[src/verilog/trackDefs_consts.svh]
`ifndef TRACK_DEFS_CONSTS_SVH
`define TRACK_DEFS_CONSTS_SVH

// Stub word and track geometry
`define STUB_WIDTH 9
`define STUBS_PER_TRACK 6

// Seed codes below NUM_BARREL_SEEDS are barrel seeds
`define SEED_WIDTH 4
`define NUM_BARREL_SEEDS 3

// Tagging threshold on independent stubs
`define IND_STUB_LIMIT 3
`define COUNT_WIDTH 3

// Buffer between aligner and tagger
`define FIFO_DEPTH 4

`endif

[src/verilog/stubPkg.sv]
`default_nettype none

`include "trackDefs_consts.svh"

package stubPkg;

    // All ones marks a missed hit
    typedef logic [`STUB_WIDTH-1:0] stubT;

    typedef logic [`SEED_WIDTH-1:0] seedT;

    typedef logic [`COUNT_WIDTH-1:0] countT;

    // Bit k belongs to layer k
    typedef logic [`STUBS_PER_TRACK-1:0] layerMaskT;

    // Slot 0 sits in the highest bits
    typedef stubT [0:`STUBS_PER_TRACK-1] trackT;

    typedef struct packed {
        stubT [0:`STUBS_PER_TRACK-1] layer;
        layerMaskT                   hitMask;
        countT                       hitCount;
    } alignedTrackT;

    function automatic countT countBits(input layerMaskT mask);
        countT total;
        total = '0;
        for (int k = 0; k < `STUBS_PER_TRACK; k++) begin
            total = total + countT'(mask[k]);
        end
        return total;
    endfunction

endpackage

`default_nettype wire

[src/verilog/pairPkg.sv]
`default_nettype none

package pairPkg;

    //////////////////////////////////////////////////
    // Pair as it arrives at the input
    //////////////////////////////////////////////////

    typedef struct packed {
        stubPkg::trackT track1;
        stubPkg::trackT track2;
        stubPkg::seedT  seed1;
        stubPkg::seedT  seed2;
        logic           dupIn1;
        logic           dupIn2;
    } pairInT;

    //////////////////////////////////////////////////
    // Stage records
    //////////////////////////////////////////////////

    // Both tracks in layer order
    typedef struct packed {
        stubPkg::alignedTrackT track1;
        stubPkg::alignedTrackT track2;
        logic                  bothBarrel;
        logic                  dupIn1;
        logic                  dupIn2;
    } alignedPairT;

    typedef struct packed {
        logic          track1Dup;
        logic          track2Dup;
        stubPkg::countT nInd1;
        stubPkg::countT nInd2;
    } tagResultT;

endpackage

`default_nettype wire

[src/verilog/dupTagTop.sv]
`timescale 1ns/1ps
`default_nettype none

module dupTagTop (
    input  logic               clk,
    input  logic               arstN,
    input  pairPkg::pairInT    inPair,
    input  logic               inValid,
    output logic               inReady,
    output pairPkg::tagResultT outResult,
    output logic               outValid,
    input  logic               outReady
);

    pairPkg::alignedPairT alPair;
    logic                 alValid;
    logic                 alReady;

    pairPkg::alignedPairT fifoPair;
    logic                 fifoValid;
    logic                 fifoReady;

    trackPairAligner u_aligner (
        .clk     (clk),
        .arstN   (arstN),
        .inPair  (inPair),
        .inValid (inValid),
        .inReady (inReady),
        .alPair  (alPair),
        .alValid (alValid),
        .alReady (alReady)
    );

    // Absorbs output stalls before they reach the input
    pairFifo u_fifo (
        .clk      (clk),
        .arstN    (arstN),
        .inPair   (alPair),
        .inValid  (alValid),
        .inReady  (alReady),
        .outPair  (fifoPair),
        .outValid (fifoValid),
        .outReady (fifoReady)
    );

    duplicateTagger u_tagger (
        .clk       (clk),
        .arstN     (arstN),
        .inPair    (fifoPair),
        .inValid   (fifoValid),
        .inReady   (fifoReady),
        .outResult (outResult),
        .outValid  (outValid),
        .outReady  (outReady)
    );

endmodule

`default_nettype wire

[src/verilog/duplicateTagger.sv]
`timescale 1ns/1ps
`default_nettype none

`include "trackDefs_consts.svh"

module duplicateTagger (
    input  logic                 clk,
    input  logic                 arstN,
    input  pairPkg::alignedPairT inPair,
    input  logic                 inValid,
    output logic                 inReady,
    output pairPkg::tagResultT   outResult,
    output logic                 outValid,
    input  logic                 outReady
);

    stubPkg::layerMaskT diffMask;
    stubPkg::layerMaskT ind1;
    stubPkg::layerMaskT ind2;
    stubPkg::countT     nInd1;
    stubPkg::countT     nInd2;
    stubPkg::countT     nStub1;
    stubPkg::countT     nStub2;
    pairPkg::tagResultT nextResult;
    logic               accept;

    //////////////////////////////////////////////////
    // Independent stubs
    //////////////////////////////////////////////////

    always_comb begin
        for (int k = 0; k < `STUBS_PER_TRACK; k++) begin
            diffMask[k] = (inPair.track1.layer[k] != inPair.track2.layer[k]);
        end
    end

    // Without two barrel seeds there is no comparison
    assign ind1 = inPair.bothBarrel ? (inPair.track1.hitMask & diffMask)
                                    : inPair.track1.hitMask;
    assign ind2 = inPair.bothBarrel ? (inPair.track2.hitMask & diffMask)
                                    : inPair.track2.hitMask;

    assign nInd1  = stubPkg::countBits(ind1);
    assign nInd2  = stubPkg::countBits(ind2);
    assign nStub1 = inPair.track1.hitCount;
    assign nStub2 = inPair.track2.hitCount;

    //////////////////////////////////////////////////
    // Decision
    //////////////////////////////////////////////////

    // Equal hit counts tag track 2, so track 1 wins a tie
    always_comb begin
        nextResult.track1Dup = inPair.dupIn1 ||
            (!inPair.dupIn2 && (nInd1 < `IND_STUB_LIMIT) && (nStub1 < nStub2));
        nextResult.track2Dup = inPair.dupIn2 ||
            (!inPair.dupIn1 && (nInd2 < `IND_STUB_LIMIT) && (nStub2 <= nStub1));
        nextResult.nInd1 = nInd1;
        nextResult.nInd2 = nInd2;
    end

    assign inReady = !outValid || outReady;
    assign accept  = inValid && inReady;

    always_ff @(posedge clk or negedge arstN) begin
        if (!arstN) begin
            outValid <= 1'b0;
        end else if (accept) begin
            outValid <= 1'b1;
        end else if (outReady) begin
            outValid <= 1'b0;
        end
    end

    always_ff @(posedge clk) begin
        if (accept) begin
            outResult <= nextResult;
        end
    end

    holdUnderStall : assert property (
        @(posedge clk) disable iff (!arstN)
        (outValid && !outReady) |=> (outValid && $stable(outResult))
    );

endmodule

`default_nettype wire

[src/verilog/pairFifo.sv]
`timescale 1ns/1ps
`default_nettype none

`include "trackDefs_consts.svh"

module pairFifo #(
    parameter int depth = `FIFO_DEPTH
) (
    input  logic                 clk,
    input  logic                 arstN,
    input  pairPkg::alignedPairT inPair,
    input  logic                 inValid,
    output logic                 inReady,
    output pairPkg::alignedPairT outPair,
    output logic                 outValid,
    input  logic                 outReady
);

    localparam int ptrWidth = (depth > 1) ? $clog2(depth) : 1;
    localparam int cntWidth = $clog2(depth + 1);

    pairPkg::alignedPairT mem [depth];
    logic [ptrWidth-1:0]  wrPtr;
    logic [ptrWidth-1:0]  rdPtr;
    logic [cntWidth-1:0]  count;
    logic                 push;
    logic                 pop;

    // Wraps at depth, so depth need not be a power of two
    function automatic logic [ptrWidth-1:0] nextPtr(input logic [ptrWidth-1:0] ptr);
        if (ptr == ptrWidth'(depth - 1)) begin
            return '0;
        end
        return ptr + 1'b1;
    endfunction

    assign inReady  = (count != cntWidth'(depth));
    assign outValid = (count != '0);
    assign push     = inValid && inReady;
    assign pop      = outValid && outReady;
    assign outPair  = mem[rdPtr];

    always_ff @(posedge clk or negedge arstN) begin
        if (!arstN) begin
            wrPtr <= '0;
            rdPtr <= '0;
            count <= '0;
        end else begin
            if (push) begin
                wrPtr <= nextPtr(wrPtr);
            end
            if (pop) begin
                rdPtr <= nextPtr(rdPtr);
            end
            if (push && !pop) begin
                count <= count + 1'b1;
            end else if (pop && !push) begin
                count <= count - 1'b1;
            end
        end
    end

    always_ff @(posedge clk) begin
        if (push) begin
            mem[wrPtr] <= inPair;
        end
    end

    noPushWhenFull : assert property (
        @(posedge clk) disable iff (!arstN) (count == depth) |-> !push
    );

    noPopWhenEmpty : assert property (
        @(posedge clk) disable iff (!arstN) (count == 0) |-> !pop
    );

endmodule

`default_nettype wire

[src/verilog/trackPairAligner.sv]
`timescale 1ns/1ps
`default_nettype none

`include "trackDefs_consts.svh"

module trackPairAligner (
    input  logic                 clk,
    input  logic                 arstN,
    input  pairPkg::pairInT      inPair,
    input  logic                 inValid,
    output logic                 inReady,
    output pairPkg::alignedPairT alPair,
    output logic                 alValid,
    input  logic                 alReady
);

    function automatic logic isBarrel(input stubPkg::seedT seed);
        return seed < stubPkg::seedT'(`NUM_BARREL_SEEDS);
    endfunction

    // Slots 0 and 1 carry the seed layers, slots 2 to 5 the others ascending
    function automatic stubPkg::alignedTrackT alignTrack(input stubPkg::trackT raw,
                                                         input stubPkg::seedT seed);
        stubPkg::alignedTrackT res;
        if (seed == stubPkg::seedT'(1)) begin
            // L3L4 seed
            res.layer = {raw[2], raw[3], raw[0], raw[1], raw[4], raw[5]};
        end else if (seed == stubPkg::seedT'(2)) begin
            // L5L6 seed
            res.layer = {raw[2], raw[3], raw[4], raw[5], raw[0], raw[1]};
        end else begin
            // L1L2 is already in layer order, other seeds stay as slots
            res.layer = raw;
        end
        for (int k = 0; k < `STUBS_PER_TRACK; k++) begin
            res.hitMask[k] = ~&res.layer[k];
        end
        res.hitCount = stubPkg::countBits(res.hitMask);
        return res;
    endfunction

    pairPkg::alignedPairT nextPair;
    logic                 accept;

    //////////////////////////////////////////////////
    // Unpack and reorder
    //////////////////////////////////////////////////

    always_comb begin
        nextPair.track1     = alignTrack(inPair.track1, inPair.seed1);
        nextPair.track2     = alignTrack(inPair.track2, inPair.seed2);
        nextPair.bothBarrel = isBarrel(inPair.seed1) && isBarrel(inPair.seed2);
        nextPair.dupIn1     = inPair.dupIn1;
        nextPair.dupIn2     = inPair.dupIn2;
    end

    //////////////////////////////////////////////////
    // Output register
    //////////////////////////////////////////////////

    assign inReady = !alValid || alReady;
    assign accept  = inValid && inReady;

    always_ff @(posedge clk or negedge arstN) begin
        if (!arstN) begin
            alValid <= 1'b0;
        end else if (accept) begin
            alValid <= 1'b1;
        end else if (alReady) begin
            alValid <= 1'b0;
        end
    end

    always_ff @(posedge clk) begin
        if (accept) begin
            alPair <= nextPair;
        end
    end

    // Counts feed the tagger's comparisons downstream
    hitCountBound : assert property (
        @(posedge clk) disable iff (!arstN)
        alValid |-> (alPair.track1.hitCount <= `STUBS_PER_TRACK) &&
                    (alPair.track2.hitCount <= `STUBS_PER_TRACK)
    );

endmodule

`default_nettype wire
[config.mk]
export PLATFORM = sky130hd
export DESIGN_NAME = dupTagTop
export DESIGN_NICKNAME = d
export VERILOG_FILES = /design/src/verilog/stubPkg.sv /design/src/verilog/pairPkg.sv /design/src/verilog/dupTagTop.sv /design/src/verilog/duplicateTagger.sv /design/src/verilog/pairFifo.sv /design/src/verilog/trackPairAligner.sv
export VERILOG_INCLUDE_DIRS = /design/src /design/src/verilog
export SDC_FILE = /design/constraint.sdc
export NUM_CORES = 1
export LEC_CHECK = 0
export BUFFER_PORTS_ARGS = -buffer_cell sky130_fd_sc_hd__buf_2
export CAP_MARGIN = 20
export CORE_MARGIN = 2
export CORE_UTILIZATION = 30
export CTS_BUF_LIST = sky130_fd_sc_hd__clkbuf_16
export CTS_CLUSTER_DIAMETER = 100
export DETAILED_ROUTE_END_ITERATION = 10
export GPL_TIMING_DRIVEN = 0
export PLACE_DENSITY_LB_ADDON = 0.1
export SYNTH_ARGS = -nofsm -noshare
export SYNTH_HDL_FRONTEND = slang
export SYNTH_SLANG_ARGS = --single-unit
[constraint.sdc]
create_clock -name clk -period 7.26 [get_ports clk]
set_input_delay 0.726 -clock clk [delete_from_list [all_inputs] [get_ports clk]]
set_output_delay 0.726 -clock clk [all_outputs]
set_load 0.01 [all_outputs]
==> metrics.txt <==
status=complete, no violations; initial antenna violation count=13; Worst Hold Class=input port to register; area of the multi-input gates=6700 um^2; Setup Crit Path Kind=register to register; Vias/cell=a little over 5; final setup vio count=0; Core ar.=88800 um^2; Startpoint Class=register; slew of the pin with the lowest slew margin=roughly 1.1 ns; Final Hold Vio Count=0; # IOs=132; crit-path max cell delay=0.85 ns; htree depth=3; Total Wirelength=roughly 79000 um; critical-path cell list=buf_2, clkbuf_1, mux4_2, nand4_1, nor4_1, nor2b_1, ha_1, inv_1, fa_1, inv_1, fa_1, inv_1, fa_1, inv_1, a21oi_1, a21o_1; syn_area_per_cell=18.8 um^2; Buf+Inv Stages, Crit Path=6; Yosys Warn Count=0; Mapped Cells=~1400; crit path capture type=register; Core Util, Final=between 30 and 40%; worst skew pair latency=0.63 ns; # rows=around 110; Die Wd=304 um; Maximum Capacitance Violations=0; antenna viol nets, final=0; fmax=176 MHz; VDD IR max=212 uV; Seq cells post-synth=662; Reg area=roughly 20000 um^2; vias in the first global route=15121; placed cell area=29500 um^2; total track usage=17.2%; CTS sink cnt=662; Post-CTS Resized=0; number of port buffers=130; Tot Pwr=12.7 mW; full die area=slightly above 90000 um^2; Seq/Total Area, Yosys=73.5%; CP max stage cell=nor4_1; largest net degree at the start of global routing=50; drt drc=0; layout cells sized above 1=27.8%; placer congestion estimate=about 0.9; Bufs on Longest Clock Path=3; post-synthesis cell type count=53; share of flip-flops with an asynchronous set or reset=1.36%; Initial DRT Pass Iterations=5; Arr. time, crit path=6.06 ns; DR vias=between 10000 and 15000; EDFF count, synth=653; CP most frequent cell=inv_1; drt wl/cell=27.6 um; Top FF cell, synth=edfxtp_1; Die Y=304 um; RSZ-0062 raised after global routing=no; total CTS buffers=76; Final period util=around four fifths; post-layout minimum cycle time=5.68 ns; clock skew=0.0289 ns; Root Buffer=clkbuf_16; final net count=1804; DR iter-0 viols=1381; hold_ws=0.276 ns; Syn Nets=1580; Slew Viols, Final=0; fill cell count=8290; Worst EP required=7.64 ns; gr ovfl total=0; clock-pin slew on the worst setup and hold paths=0.06 ns; pwr/cell area=397 nW/um^2; Synth Cell Area=roughly 27000 um^2; DP HPWL=56100 um; starting density of the core=between 30% and 40%; static leakage=10.4 nW; total negative setup slack=0 ns; Crit path max-delay family=adder cells; Slew headroom=29.2%; crit-path max FO=10; TritonCTS clock tree=yes; fin area=31900 um^2; area delta synth->final=18.3%; first-pass GRT wire length=113000 um
cell families after synthesis:
family                   share of synthesized area, %
flip-flops                                       73.5
AND/OR/NAND/NOR                                  3.69
multiplexers                                     12.9
AO/OA/AOI/OAI                                    4.05
buffers and inverters                            1.70
XOR/XNOR                                         2.53
adder cells (fa/ha/maj)                          1.57
worst paths after layout:
kind	startpoint	slack [ns]	cells past startpoint	endpoint
max	u_fifo.rdPtr[1]	1.58	16	u_tagger.outResult[7]
min	inPair[0]	0.28	1	u_aligner.alPair[0]
max reg2reg	u_fifo.rdPtr[1]	1.58	16	u_tagger.outResult[7]
min reg2reg	u_aligner.alPair[122]	0.48	0	u_fifo.mem[2][122]
max in group asynchronous	arstN	6.57	2	u_fifo.wrPtr[0]
min in group asynchronous	arstN	0.49	2	u_tagger.outValid
layout make-up:
class / count / area share (%)
clock inverters: 54 / 1.60
clock buffers: 76 / 5.96
diodes: 5 / 0.0392
plain buffers: 64 / 0.945
well taps: 1165 / 4.57
inverters: 42 / 0.494
flip-flops and latches: 662 / 62.2
repair buffers: 146 / 3.20
multi-input cells: 664 / 21.0
report_power, final:
part | internal (mW) | switching (mW) | leakage (nW)
clock network | 2.14 | 1.56 | 1.27
logic | 1.48 | 2.07 | 3.08
registers | 5.18 | 0.228 | 6.07
registers in the layout (all words and copies together), names as in the netlist:
signal and count:
u_tagger.outResult 8, u_fifo.wrPtr 2, u_fifo.count 3, u_fifo.mem 516
u_aligner.alPair 129, u_aligner.alValid 1, u_fifo.rdPtr 2, u_tagger.outValid 1
synthesized netlist by cell type (14+ instances only):
master    instances  area (um^2)
clkbuf_1         36          135
nand3_1          16         80.1
mux4_2          120         2700
xnor2_1          55          482
nand4_1          30          188
nor2b_1          17          106
inv_1            42          158
edfxtp_1        653        19600
a21oi_1          57          285
o22ai_1          41          257
nand2_1          32          120
xor2_1           23          201
buf_2            16         80.1
o21ai_0          19         95.1
nor3_1           14         70.1
mux2_2           66          743
nor2_1           55          206
placed cells by master, fill, tap and decap left out, types with 9 or more instances in the layout:
master / instances
edfxtp_1: 653
buf_2: 146
mux4_2: 120
clkbuf_16: 76
mux2_2: 66
inv_1: 62
a21oi_1: 57
nor2_1: 55
xnor2_1: 55
o22ai_1: 41
clkbuf_1: 36
nand2_1: 32
nand4_1: 30
xor2_1: 23
o21ai_0: 19
nor2b_1: 17
clkinv_2: 17
nand3_1: 16
nor3_1: 14
nand2b_1: 13
fa_1: 13
ha_1: 13
o31ai_1: 12
buf_16: 10
dfrtp_1: 9
through the flow:
step                instances  worst slack, ns
global placement         2727           -0.589
CTS                      2873             1.44
global route             2873             1.19
floorplan                1432             2.90
detailed placement       2742             1.48
finish                   2878             1.58
per-layer routing:
| layer | share of wire [%] | GRT usage, % | vias to the layer above |
|---|---|---|---|
| met1 | 48 | 25.3 | 7721 |
| met5 | 0.11 | 0 | - |
| met2 | 44 | 26.2 | 462 |
| li1 | - | - | 6253 |
| met3 | 5.5 | 3.61 | 112 |
| met4 | 2.0 | 3.97 | 16 |
timing repair:
| item | in CTS | in global routing |
|---|---|---|
| buffers inserted | 0 | 0 |
| hold buffers | 1 | 0 |
| hold endpoints to repair | 9 | 0 |
Power figures use the tool's default switching activity.
